File: src/common/mux_config.svh
// Build-time configuration of the write-path multiplexer
// Port count, ID, address and data widths, W-order FIFO depth

`ifndef MUX_CONFIG_SVH
`define MUX_CONFIG_SVH

// Slave ports and the index that selects one of them
`define MUX_NUM_PORTS  4
`define MUX_PORT_IDX_W 2

// Master ID carries the port index above the slave ID
`define MUX_SLV_ID_W   2
`define MUX_MST_ID_W   4

`define MUX_ADDR_W     16
`define MUX_DATA_W     16
`define MUX_W_DEPTH    4

`endif
File: src/common/mux_pkg.sv
// Channel types shared by the multiplexer blocks
// Port index, slave and master AW structs, W struct, slave and master B structs

`include "mux_config.svh"

package mux_pkg;

  typedef logic [`MUX_PORT_IDX_W-1:0] port_idx_t;
  typedef logic [`MUX_SLV_ID_W-1:0]   slv_id_t;
  typedef logic [`MUX_MST_ID_W-1:0]   mst_id_t;
  typedef logic [`MUX_ADDR_W-1:0]     addr_t;
  typedef logic [`MUX_DATA_W-1:0]     data_t;
  typedef logic [7:0]                 len_t;
  typedef logic [1:0]                 resp_t;

  // AW as seen on a slave port
  typedef struct packed {
    slv_id_t id;
    addr_t   addr;
    len_t    len;
  } slv_aw_t;

  // AW on the master port, ID extended by the port index
  typedef struct packed {
    mst_id_t id;
    addr_t   addr;
    len_t    len;
  } mst_aw_t;

  typedef struct packed {
    data_t data;
    logic  last;
  } w_chan_t;

  typedef struct packed {
    slv_id_t id;
    resp_t   resp;
  } slv_b_t;

  typedef struct packed {
    mst_id_t id;
    resp_t   resp;
  } mst_b_t;

endpackage

File: src/logic/mux_w_router.sv
// W beat steering for the write-path multiplexer
// FIFO of port indices in AW issue order, head port drives the master W,
// pop on the last beat

`timescale 1ns/1ns
`include "mux_config.svh"

module mux_w_router (
  input  logic                                  clk_i,
  input  logic                                  rst_n_i,
  input  logic                                  push_i,
  input  mux_pkg::port_idx_t                    push_idx_i,
  output logic                                  full_o,
  input  mux_pkg::w_chan_t [`MUX_NUM_PORTS-1:0] slv_w_i,
  input  logic             [`MUX_NUM_PORTS-1:0] slv_w_valid_i,
  output logic             [`MUX_NUM_PORTS-1:0] slv_w_ready_o,
  output mux_pkg::w_chan_t                      mst_w_o,
  output logic                                  mst_w_valid_o,
  input  logic                                  mst_w_ready_i
);
  import mux_pkg::*;

  localparam int DEPTH = `MUX_W_DEPTH;
  localparam int PTR_W = (DEPTH > 1) ? $clog2(DEPTH) : 1;
  localparam int CNT_W = $clog2(DEPTH + 1);

  port_idx_t             fifo_q [DEPTH];
  logic      [PTR_W-1:0] wr_ptr_q, rd_ptr_q;
  logic      [CNT_W-1:0] count_q;
  logic                  empty, pop;
  port_idx_t             head;

  assign empty  = (count_q == '0);
  assign full_o = (count_q == CNT_W'(DEPTH));
  assign head   = fifo_q[rd_ptr_q];

  // ------------------------------------------------------------------
  // Handshake steering, no added cycles
  // ------------------------------------------------------------------
  assign mst_w_o = slv_w_i[head];

  always_comb begin
    slv_w_ready_o = '0;
    mst_w_valid_o = 1'b0;
    if (!empty) begin
      mst_w_valid_o       = slv_w_valid_i[head];
      slv_w_ready_o[head] = mst_w_ready_i;
    end
  end

  assign pop = mst_w_valid_o && mst_w_ready_i && mst_w_o.last;

  // ------------------------------------------------------------------
  // Port index FIFO
  // ------------------------------------------------------------------
  always_ff @(posedge clk_i) begin
    if (!rst_n_i) begin
      wr_ptr_q <= '0;
      rd_ptr_q <= '0;
      count_q  <= '0;
    end else begin
      if (push_i) begin
        wr_ptr_q <= (wr_ptr_q == PTR_W'(DEPTH - 1)) ? '0 : wr_ptr_q + 1'b1;
      end
      if (pop) begin
        rd_ptr_q <= (rd_ptr_q == PTR_W'(DEPTH - 1)) ? '0 : rd_ptr_q + 1'b1;
      end
      if (push_i && !pop) count_q <= count_q + 1'b1;
      else if (pop && !push_i) count_q <= count_q - 1'b1;
    end
  end

  always_ff @(posedge clk_i) begin
    if (push_i) fifo_q[wr_ptr_q] <= push_idx_i;
  end

endmodule

File: config.mk
export PLATFORM = sky130hd
export DESIGN_NAME = mux_w_router
export DESIGN_NICKNAME = d
export VERILOG_FILES = /design/src/common/mux_pkg.sv /design/src/logic/mux_w_router.sv
export VERILOG_INCLUDE_DIRS = /design/src /design/src/common
export SDC_FILE = /design/constraint.sdc
export NUM_CORES = 1
export LEC_CHECK = 0
export BUFFER_PORTS_ARGS = -buffer_cell sky130_fd_sc_hd__buf_2
export CAP_MARGIN = 5
export CORE_MARGIN = 5
export CORE_UTILIZATION = 35
export DETAILED_ROUTE_END_ITERATION = 6
export PLACE_DENSITY = 0.71
export SETUP_SLACK_MARGIN = 0.05
export SYNTH_ARGS = -nofsm -noshare
export SYNTH_HDL_FRONTEND = slang
export SYNTH_SLANG_ARGS = --single-unit
File: constraint.sdc
create_clock -name clk_i -period 6.1 [get_ports clk_i]
set_input_delay 1.22 -clock clk_i [delete_from_list [all_inputs] [get_ports clk_i]]
set_output_delay 1.22 -clock clk_i [all_outputs]
set_load 0.1 [all_outputs]
# After elaboration in Yosys (flattened, before gate mapping)
# Memories as Yosys holds them, arrays and structs flattened. A register that Yosys moved wholly into a read port is not among the register bits.
# Cells that the tools add are included.
[classes]
add_sub_neg = 4
n_lt_le_gt_ge = 2
eq_ne = 3
muxes = 16
bitwise_logic = 1
reduce_logical = 9
[ops]
columns = ["op", "count"]
rows = [
  ["$bmux 17 s2", 1],
  ["$mux 17", 1],
  ["$mux 2", 4],
  ["$mux 3", 2],
  ["$logic_and 1x1->1", 5],
  ["$mux 1", 5],
  ["$add 2x1->2 const B", 2],
  ["$and 4x4->4", 1],
  ["$eq 2x2->1 const B", 2],
  ["$mux 4", 1],
  ["$add 3x1->3 const B", 1],
  ["$eq 3x3->1 const B", 1],
  ["$logic_not 3->1", 1],
  ["$lt 2x3->1 const B", 1],
  ["$sub 3x1->3 const B", 1],
  ["$bmux 1 s2", 1],
  ["$demux 1 s2", 1],
  ["$ge 2x1->1 const B", 1],
  ["$logic_not 1->1", 2],
  ["$reduce_bool 2->1", 1],
]
[totals]
reg_bits = 7
ram_bits = 8
in_bits = 78
out_inout_bits = 23
elab_cells = 39
memories = 1
[memory_table]
columns = ["name", "depth", "width", "read_ports", "rd_ports_with_merged_regs", "wr", "line_no", "text"]
rows = [
  ["fifo_q", 4, 2, 1, 1, 1, "mux_w_router.sv:27", "port_idx_t fifo_q [DEPTH];"],
]

# Logic depth before layout (Yosys ltp)
[depth]
ltp_word = 8
mapped_depth = 11
ltp_nobuf = 10

# Worst setup path before layout
# Ideal clock, no wire load.
[synth_timing]
path_kind = "reg2out"
startpoint = "register (tool-made name)"
endpoint = "output port slv_w_ready_o[0]"
t_arrival_ns = 3.473
required_time_ns = 4.880
path_slack_ns = 1.407
stages_incl_launch_ff = 5
path_buffers = 2
cell_sequence = "dfxtp_1 mux4_1 buf_2 buf_2 nor3_1"
[synth_rtl]
columns = ["element", "line_no", "text"]
rows = [
  ["end: declaration", "mux_w_router.sv:16", "output logic [`MUX_NUM_PORTS-1:0] slv_w_ready_o,"],
]

==> summary.md <==
| Metric | Value |
|---|---|
| Status | finished, final reports clean |
| WL met3 | 421 µm |
| Maximum clock path buffer count | 2 |
| Static leakage | 0.889 nW |
| Crit Path Class | register to output port |
| IO buf count | 100 |
| Layout Skew | 0.00432 ns |
| HP Class | register to register |
| Pwr Total | 0.561 mW |
| I/O pin total | 101 |
| Final Max Slew Viols | 0 |
| Pwr dens | 303 nW/µm² |
| Initial antenna violation count | 0 |
| Total CTS buffers | 3 |
| Post-DRT Antenna Nets | 0 |
| Layout overhead on the synthesized area | 44.5% |
| DRT Pass-1 Iters | 3 |
| Hpwl dp | 3.16 mm |
| Initial cell density of the core | 35.6% |
| CP Launch Type | register |
| TritonCTS Sinks | 17 |
| Async set-or-reset flop fraction in the synthesized netlist | 0% |
| Worst EP required | 4.88 ns |
| Post-synth net total | 179 |
| Routed WL | 3.64 mm |
| Diode count | 0 |
| Critical Path Fanout Max | 21 |
| Final cycle utilization of the critical path | 61.3% |
| Worst Setup End Kind | output port |
| CTS tree | built |
| CTS H-tree lvls | 1 |
| Residual DRC | 0 |
| Worst-path clk slew | 0.06 ns |
| FMAX | 0.267 GHz |
| Slew @ Worst Pin | 0.815 ns |
| Post-CTS setup buffer count | 0 |
| Synth Cell Area | 1280 µm² |
| DR vias/cell | 4.89 |
| Max cap viols | 0 |
| Clk root buf | clkbuf_8 |
| Placer Congestion | 0.912 |
| Final Critical Period | 3.74 ns |
| Worst EP arrival | 2.52 ns |
| Setup TNS | 0 ns |
| Commonest non-fill, non-tap cell in the layout | buf_2 |
| Die area | 4970 µm² |
| EDFF count, synth | 8 |
| First-pass GRT wire length | 5.69 mm |
| Initial DRC Count | 36 |
| Largest net degree at the start of global routing | 23 |
| Die width | 70.5 µm |
| Syn Inst Count | 94 |
| Yosys warns | 0 |
| Top Layer Used | met4 |
| GRT Total Usage | 14.2% |
| Cell Rows | 22 |
| Met1 Wirelength | 1.20 mm |
| Via count of the first global-routing pass | 1,184 |
| Cts repair resizes | 0 |
| Cell variety after synth | 24 |
| Setup violators final | 0 |
| Clk_lat worst skew | 0.25 ns |
| Mean post-synth cell area | 13.6 µm² |
| Met2 Routed Length | 1.89 mm |
| GRT overflow | 0 |
| Layout cell share with drive strength beyond 1 | 62.9% |
| Die height | 70.5 µm |
| Core Area | 3610 µm² |
| RSZ-0062 raised after global routing | no |
| Hold Violations, Final | 0 |
| Wire per inst | 15.1 µm |
| Hold-fix buffers, CTS | 0 |
| Flops & latches, synth | 17 |
| Sequential area share after synthesis | 32.8% |
| Most frequent cells in the layout | 100 x buf_2, 17 x mux4_2, 12 x mux2i_1 |
| Worst IR drop on VDD | 0.0984 mV |
| Relative slew slack | 45.7% |
| Final net count | 280 |
| Synth Flop Type | dfxtp_1 |
| Vias | 1,184 |
==> worst max-delay path, stage by stage (launching register included) <==
cell	delay, ns
dfxtp_1	0.39
mux4_1	0.95
mux2i_1	0.35
nor2b_1	0.15
buf_2	0.43
==> metrics by stage <==
stage          worst slack [ns]  hold slack, ns  cells  instance area [µm²]  util (%)
4_1_cts                    2.33           0.518    242                 1850      51.4
3_3_place_gp               2.62           0.483    238                 1810      50.1
2_1_floorplan              1.41           0.458     94                 1280         -
5_1_grt                    2.16           0.569    242                 1850      51.4
3_5_place_dp               2.61           0.498    238                 1810      50.1
6_report                   2.36           0.518    242                 1850      51.4
==> final timing paths <==
path	slack (ns)	end	startpoint	depth (start not counted)
min	0.52	rd_ptr_q[1]	rd_ptr_q[1]	2
max	2.36	mst_w_valid_o	register	4
max reg2reg	2.98	count_q[2]	register	9
min reg2reg	0.52	rd_ptr_q[1]	rd_ptr_q[1]	2
==> final cells by class <==
| cell class | instances | area, µm² |
|---|---|---|
| Fill cell | 337 | 1750 |
| Inverter | 3 | 11.3 |
| Sequential cell | 17 | 420 |
| Tap cell | 48 | 60.1 |
| Timing Repair Buffer | 100 | 500 |
| Clock buffer | 4 | 45.0 |
| Multi-Input combinational cell | 70 | 816 |
==> power breakdown <==
part           switching [mW]  internal, mW  total [mW]
Sequential            0.00907         0.129       0.139
Clock                  0.0344        0.0462      0.0807
Combinational           0.252        0.0898       0.342
Total                   0.296         0.266       0.561
==> kinds of logic after synthesis <==
family	after synthesis	share of synthesized area [%]
AO/OA/AOI/OAI	3	1.37
adder cells (fa/ha/maj)	7	7.41
flip-flops	17	32.8
multiplexers	31	42.1
AND/OR/NAND/NOR	27	11.3
XOR/XNOR	2	1.37
buffers and inverters	7	3.61
==> Yosys cell counts (all sizes together), types with 2 or more instances <==
library cell	count	area [µm²]
and2	5	31.3
buf	4	35.0
dfxtp	9	180
edfxtp	8	240
ha	6	75.1
inv	3	11.3
mux2i	12	120
mux4	18	409
nand2	6	22.5
nor2	4	15.0
nor2b	5	31.3
nor3	3	15.0
o21ai	2	10.0
==> routing by layer <==
metal | vias up | GRT usage, %
met4 | 0 | 6.47
li1 | 566 | -
met3 | 10 | 4.55
met2 | 62 | 25.8
met5 | - | 0
met1 | 546 | 15.0
Note: power is estimated with default switching activity, not from simulation.
