--- config.mk ---
export PLATFORM = sky130hd
export DESIGN_NAME = mux_spill_reg
export DESIGN_NICKNAME = d
export VERILOG_FILES = /design/src/logic/mux_spill_reg.sv
export SDC_FILE = /design/constraint.sdc
export NUM_CORES = 1
export LEC_CHECK = 0
export BUFFER_PORTS_ARGS = -buffer_cell sky130_fd_sc_hd__buf_2
export CORE_AREA = 2 2 39 41
export CTS_CLUSTER_DIAMETER = 100
export DETAILED_ROUTE_END_ITERATION = 12
export DIE_AREA = 0 0 41 43
export SYNTH_ARGS = -nofsm -noshare
export SYNTH_HDL_FRONTEND = slang
export SYNTH_SLANG_ARGS = --single-unit
export TNS_END_PERCENT = 10
--- constraint.sdc ---
create_clock -name clk_i -period 1.3 [get_ports clk_i]
set_input_delay 0.39 -clock clk_i [delete_from_list [all_inputs] [get_ports clk_i]]
set_output_delay 0.39 -clock clk_i [all_outputs]
set_load 0.02 [all_outputs]
--- src/logic/mux_spill_reg.sv ---
// Two-entry valid/ready spill register
// Cuts the ready path, keeps one transfer per cycle, payload type T

`timescale 1ns/1ns

module mux_spill_reg #(
  parameter type T = logic
) (
  input  logic clk_i,
  input  logic rst_n_i,
  input  logic valid_i,
  output logic ready_o,
  input  T     data_i,
  output logic valid_o,
  input  logic ready_i,
  output T     data_o
);

  logic live_q;
  logic a_full_q, b_full_q;
  T     a_data_q, b_data_q;
  logic a_fill, a_drain, b_fill, b_drain;

  // Entry A takes every input, entry B only catches A on an output stall
  assign a_fill  = valid_i && ready_o;
  assign a_drain = a_full_q && !b_full_q;
  assign b_fill  = a_drain && !ready_i;
  assign b_drain = b_full_q && ready_i;

  always_ff @(posedge clk_i) begin
    if (!rst_n_i) begin
      live_q   <= 1'b0;
      a_full_q <= 1'b0;
      b_full_q <= 1'b0;
    end else begin
      live_q <= 1'b1;
      if (a_fill || a_drain) a_full_q <= a_fill;
      if (b_fill || b_drain) b_full_q <= b_fill;
    end
  end

  always_ff @(posedge clk_i) begin
    if (a_fill) a_data_q <= data_i;
    if (b_fill) b_data_q <= a_data_q;
  end

  // B holds the older entry whenever it is full
  assign valid_o = a_full_q || b_full_q;
  assign data_o  = b_full_q ? b_data_q : a_data_q;
  assign ready_o = live_q && (!a_full_q || !b_full_q);

endmodule

Yosys cells after proc, flatten, opt, wreduce, memory -nomap -nowiden
Cells that the tools add are included.

word-level totals
  bits in registers = 5
  input bits = 5
  output and inout port bits = 3

cells by class
  muxes and demuxes = 2
  reduce and logical (&&, ||, !) cells = 12

operators with widths
  cell               count
  $logic_and 1x1->1  5
  $logic_or 1x1->1   4
  $logic_not 1->1    3
  $mux 1             2

Longest topological paths before layout
Gate-level depths: netlist (run 1).

  word-level depth = 5
  gate-level depth with buffers = 2

Worst setup path after synthesis (run 1)
Ideal clock, no wire load.

  path kind = register to output
  start point = register b_full_q
  end point = output port data_o
  data arrival time = 0.759 ns
  data required time = 0.910 ns
  path slack = 0.151 ns
  stages on the path, launching flop included = 2
  cell sequence = dfxtp_1 > mux2_2

on the way
  cells in the longest elaborated chain, start to end = 1

ends and longest elaborated chain
  what                    line  text
  start, declared         20    logic a_full_q, b_full_q;
  start signal, assigned  38    if (b_fill || b_drain) b_full_q <= b_fill;
  $mux 1                  49    assign data_o = b_full_q ? b_data_q : a_data_q;
  end, declared           16    output T data_o

Every way passes these cells.

Worst setup path in the final report (run 1)
Ends and elaborated chain as after synthesis.

==> run summary, run 1 <==
- 1.02 ns — data arrival time of the critical path
- 0 — number of nets with antenna violations after detailed routing
- 125.1 sq um — Seq. cell area
- 0.6417 — GPL Wtd Cong
- 19 — synthesized netlist net count
- yes — setup repair after global routing missed its margin
- 0.1307 nW — Static Leakage
- 600 um — global-route wire length before repair
- -0.1147 ns — final setup slack of the worst path
- 706.9 MHz — fmax
- 170 — number of global-route vias before repair
- setup timing — violated checks
- 0 — total number of yosys warnings
- 43 um — die extent in y
- built — clock tree from TritonCTS
- 0.36 ns — crit-path max cell delay
- 0.04 ns — clk slew on worst S/H paths
- 5 — number of clock sinks
- 0.2224 ns — Slew @ Worst Pin
- mux2_4 -> buf_6 — CP Cell Sequence
- 2 — Clock Tree Buf Depth
- 65.75% — Seq/Total Area, Yosys
- flip-flops — gate family responsible for the most delay along the worst path
- 301.5 sq um — Final Cell Area
- 5.438% — global-route usage over all layers
- 157 — Filler Cells Inserted
- 0 — max-capacitance violation count
- 4 — critical path peak fanout
- 182.7 sq um — Syn Std Cell Area
- 333 um — Routed Wire Length
- 1 — H-tree depth reported by CTS
- 37 — cell count after placement
- 0 — number of diodes added for antenna fixing
- primary output — critical path capture point type
- 0 — number of DRC violations after detailed routing
- 0 — antenna violations before repair
- 143 — DR vias
- flip-flop — CP startpoint kind
- 5 — count of state elements after synthesis
- 2 — number of search-and-repair iterations in the first detailed-routing pass
- 1282 mW/mm^2 — Pwr per Cell Area
- 260.9 um — placed wire-length estimate after detailed placement
- 1 — number of DRC markers after the initial detailed-route iteration
- 13.05 sq um — post-synthesis average cell area
- 0.24 ns — source-to-sink clock delay at the later pin of the worst-skew pair
- 41 um — Horiz. Die Dim
- 108.8% — Period Utilization, post-route
- 0.2770 ns — minimum hold slack
- 3.405 — Via density
- dfxtp_4 — CP max stage cell
- 5 — maximum number of pins on one net before global-route repair
- 1 — number of cells on the worst hold path
- clkbuf_4 — clock root buffer master
- 3 — count of endpoints failing setup in the final report
- 65.07% — area delta synth->final
- 3 — clock buffers created by TritonCTS
- 7.929 um — Wirelength per Cell
- 14 — standard-cell rows
- 0.0004944 ns — final worst clock skew
- 0 — pins over their slew limit
- 1 — buffer and inverter count on the worst path
- 2 — logic depth of the worst path, buffers included
- 2 — Worst Reg-to-Reg Cells
- 8 — total I/O pin count
- 85.14% — normalized max-slew margin
- 0 — hold violation total from the final report
- 13.20% — starting density of the core
- 0 — final global-route overflow total
- 0.3858 mV — worst supply voltage drop on vdd
- finished, violations left — run status
- 68.82 sq um — total area of multi-input combinational cells
- input port to flip-flop — class of the tightest hold or removal check
- 61.54% — layout cell share with drive strength beyond 1
- 32 — number of nets at the end of the flow
- 10 — number of distinct library cell variants in the gate-level netlist after synthesis
- 0.001384 sq mm — core area
- 14 — number of instances in the synthesized netlist
- -0.1827 ns — setup TNS after final layout
- flip-flop to primary output — Crit Path Class
- 237.7 sq um — cell area reported after detailed placement
- 0.001763 sq mm — area of the die
- 0.91 ns — worst path required time
- 1.415 ns — post-layout min period
- 0 — Hold-fix buffers, CTS
- 42 — final std cells w/o fill
- 7 — number of buffers added on ports
[worst paths after layout]
check,startpoint,end,slack (ns)
worst max-delay path,b_full_q,data_o,-0.11
worst min-delay path,rst_n_i,live_q,0.28
worst max register to register,b_full_q,b_data_q,0.28
worst min register to register,a_data_q,b_data_q,0.45
[cell type report]
type,count,area share (%)
flip-flops and latches,5,41.49
repair buffers,8,20.33
clock buffers,4,8.714
well taps,16,6.639
multi-input cells,9,22.82
[synth_stat cells]
library cell	n	area [sq um]
a21boi_0	1	7.510
a21oi_1	1	5.000
and2_1	1	6.260
and3b_1	1	8.760
dfxtp_1	3	60.06
edfxtp_1	2	60.06
mux2_2	1	11.26
nand2_1	2	7.510
nor3b_1	1	7.510
or2_4	1	8.760
[state kept, by name, indices dropped and copies added, names as in the netlist]
| register | cells |
|---|---|
| a_data_q | 1 |
| a_full_q | 1 |
| b_data_q | 1 |
| b_full_q | 1 |
| live_q | 1 |
[per-stage QoR]
stage | power [W] | utilization [%] | worst slack [ns]
after detailed placement | 0.0002054 | 17.18 | 0.01831
after floorplan | 0.0001919 | - | 0.1511
after CTS | 0.0003941 | 21.16 | -0.1299
after global placement | 0.0002053 | 17.18 | 0.01460
final | 0.0003867 | 21.79 | -0.1147
after global routing | 0.0004076 | 21.79 | -0.1621
[power breakdown]
part / leakage, nW / internal [W] / total (W) / switching [W]
logic: 0.0713 / 0.0000237 / 0.0000397 / 0.0000160
registers: 0.0444 / 0.000168 / 0.000172 / 0.00000367
clock network: 0.0150 / 0.000116 / 0.000175 / 0.0000591
[per-layer routing]
metal / vias up / share of wire, % / track usage (%)
met5: - / 0 / 0
met4: 0 / 0 / 6.000
met3: 0 / 11 / 2.618
met2: 8 / 41 / 5.625
met1: 61 / 47 / 7.143
li1: 74 / - / -
[repair_timing]
item / in CTS / in global routing
hold endpoints to repair: 0 / 0
pin swaps: 0 / 0
cloned: 0 / 0
setup endpoints to repair: 3 / 3
resized for setup: 8 / 3
setup buffers: 1 / 0
[kinds of logic (layout without fill, tap and decap cells)]
kind of cell / Yosys count / count (layout) / synth area share [%]
simple gates: 6 / 6 / 21.24
flops: 5 / 5 / 65.76
compound gates: 2 / 2 / 6.848
mux: 1 / 1 / 6.164
buf+inv: 0 / 12 / 0
[placed cells by master, fill, tap and decap left out]
cell type	Yosys	routed
buf_6	0	3
buf_2	0	4
dfxtp_1	3	1
mux2_4	0	1
a21boi_0	1	1
a21oi_1	1	1
and3b_1	1	1
clkbuf_4	0	3
nor3b_1	1	1
or2_4	1	1
buf_4	0	1
nand2_1	2	2
dfxtp_2	0	1
clkbuf_1	0	1
dfxtp_4	0	1
and2_4	0	1
edfxtp_1	2	2
Note: power is estimated with default switching activity, not from simulation.
==> run 2, diff against run 1 <==
Settings changed: RECOVER_POWER from default to 100.
==> run 2 against run 1 <==
The run still ends with setup timing left; non-clock buffer count unchanged; die area unchanged; wire length up 0.60%; power about the same; worst hold slack better by 0.020 ns; first-iteration DRC count unchanged; global-route usage unchanged; setup slack about the same; final area down 0.41%; critical path depth unchanged; critical path type unchanged; critical endpoint unchanged.
==> run summary, run 2 (synthesis results as in run 1) <==
- 1.415 ns — post-layout min period, +0.00002200 ns
- finished, violations left — run status
- -0.1147 ns — final setup slack of the worst path, -0.00002200 ns
- 0.6417 — GPL Wtd Cong, unchanged
- 5 — number of clock sinks, unchanged
- live_q — WHS Endpoint
- yes — setup repair after global routing missed its margin
- 706.8 MHz — fmax, about the same
- 5.438% — global-route usage over all layers, unchanged
- 0 — pins over their slew limit, unchanged
- b_data_q — destination of the worst register-to-register timing path
- 7.976 um — Wirelength per Cell, +0.60%
- 260.9 um — placed wire-length estimate after detailed placement, unchanged
- 0.28 ns — setup slack on the worst flop-to-flop path, about the same
- 0.2970 ns — minimum hold slack, +0.02000 ns
- 5 — maximum number of pins on one net before global-route repair, unchanged
- 335 um — Routed Wire Length, +0.60%
- 57.69% — layout cell share with drive strength beyond 1, -3.8 points
- 156 — Filler Cells Inserted, -0.64%
- 0 — hold violation total from the final report, unchanged
- 0.91 ns — worst path required time, about the same
- flip-flop to primary output — Crit Path Class
- 43 um — die extent in y, unchanged
- 3.405 — Via density, unchanged
- 0.2224 ns — Slew @ Worst Pin, unchanged
- 14 — standard-cell rows, unchanged
- 3 — count of endpoints failing setup in the final report, unchanged
- 0.0004943 ns — final worst clock skew, -0.00000005600 ns
- 4 — critical path peak fanout, unchanged
- 0.01831 ns — minimum setup slack after placement, unchanged
- 0.1280 nW — Static Leakage, -2.1%
- 1287 mW/mm^2 — Pwr per Cell Area, +0.32%
- clkbuf_4, buf_2, buf_6 — top library cells by usage in the layout, fill and taps aside
- 1 — number of DRC markers after the initial detailed-route iteration, unchanged
- 0 — max-capacitance violation count, unchanged
- 143 — DR vias, unchanged
- rst_n_i — start point of the worst hold path
- 0.3858 mV — worst supply voltage drop on vdd, unchanged
- 10.2% — part of the power in combinational logic, about the same
- 85.14% — normalized max-slew margin, unchanged
- 8 — total I/O pin count, unchanged
- 0.0003863 W — total power consumption of the routed design, about the same
- 1 — H-tree depth reported by CTS, unchanged
- 0.24 ns — source-to-sink clock delay at the later pin of the worst-skew pair, about the same
- 7 — number of buffers added on ports, unchanged
- 21.70% — utilization of the core after routing, -0.090 points
- 1 — number of cells on the worst hold path, unchanged
- 0 — number of diodes added for antenna fixing, unchanged
- 20.40% — switching portion of total power, +0.028 points
- 41 um — Horiz. Die Dim, unchanged
- 1.02 ns — data arrival time of the critical path, about the same
- 2 — Worst Reg-to-Reg Cells, unchanged
- 64.38% — area delta synth->final
- 44.6% — share of power burned in registers, about the same
- primary output — critical path capture point type
- 13.20% — starting density of the core, unchanged
- 0.001763 sq mm — area of the die, unchanged
- 600 um — global-route wire length before repair, unchanged
- 0 — antenna violations before repair, unchanged
- 170 — number of global-route vias before repair, unchanged
- 0 — final global-route overflow total, unchanged
- clkbuf_4 — clock root buffer master
- built — clock tree from TritonCTS
- 0.0003075 W — internal power consumption, -0.13%
- setup timing — violated checks
- 2 — number of search-and-repair iterations in the first detailed-routing pass, unchanged
- flip-flop — CP startpoint kind
- b_full_q — launch instance of the worst register-to-register path
- 2 — Clock Tree Buf Depth, unchanged
- 0.001384 sq mm — core area, unchanged
- 108.8% — Period Utilization, post-route, about the same
- 0.00007881 W — switching component of the power, about the same
- 45.3% — portion of total power attributed to the clock network, about the same
- 32 — number of nets at the end of the flow, unchanged
- input port to flip-flop — class of the tightest hold or removal check
- 3 — clock buffers created by TritonCTS, unchanged
- 0.04 ns — clk slew on worst S/H paths, about the same
- 0 — number of DRC violations after detailed routing, unchanged
- 0 — number of nets with antenna violations after detailed routing, unchanged
run 2: power groups by stage:
stage | clock (W) | combinational (W) | sequential, W
floorplan | 0 | 0.0000170 | 0.000175
global placement | 0 | 0.0000296 | 0.000176
detailed placement | 0 | 0.0000295 | 0.000176
CTS | 0.000185 | 0.0000369 | 0.000172
global route | 0.000191 | 0.0000431 | 0.000173
finish | 0.000175 | 0.0000393 | 0.000172
run 2: cell type report:
class	instances	area [sq um]	share of cell area, %
Sequential cell	5	125.1	41.67
Multi-Input combinational cell	9	68.82	22.92
Timing Repair Buffer	8	60.06	20.00
Clock buffer	4	26.28	8.750
Tap cell	16	20.02	6.667
run 2: per-stage QoR:
step / cell area (sq um) / setup TNS, ns / std cells
5_1_grt: 300.3 / -0.2994 / 42
3_5_place_dp: 237.7 / 0 / 37
2_1_floorplan: 182.7 / 0 / 14
3_3_place_gp: 237.7 / 0 / 37
6_report: 300.3 / -0.1827 / 42
4_1_cts: 292.8 / -0.2665 / 42
run 2: worst max path at each step:
stage          startpoint     end  slack (ns)  depth (start not counted)
6_report         b_full_q  data_o       -0.11                          2
3_3_place_gp     b_full_q  data_o        0.01                          2
3_5_place_dp     b_full_q  data_o        0.02                          2
5_1_grt          a_data_q  data_o       -0.16                          2
4_1_cts          b_full_q  data_o       -0.13                          2
2_1_floorplan    b_full_q  data_o        0.15                          1
run 2: worst max-delay path: stages, from the launching register on:
cell,delay (ns)
dfxtp_4,0.36
mux2_4,0.30
buf_6,0.13
run 2: per-layer routing:
layer | vias up | track usage, % | routed length, um
li1 | 74 | - | -
met1 | 61 | 7.143 | 160
met2 | 8 | 5.625 | 138
met3 | 0 | 2.618 | 36
met4 | 0 | 6.000 | 0
met5 | - | 0 | 0
run 2: what timing repair did:
action | 4_1_cts | 5_1_grt
setup endpoints to repair | 3 | 3
buffers inserted | 1 | 0
gates cloned | 0 | 0
hold buffers | 0 | 0
resized for setup | 8 | 3
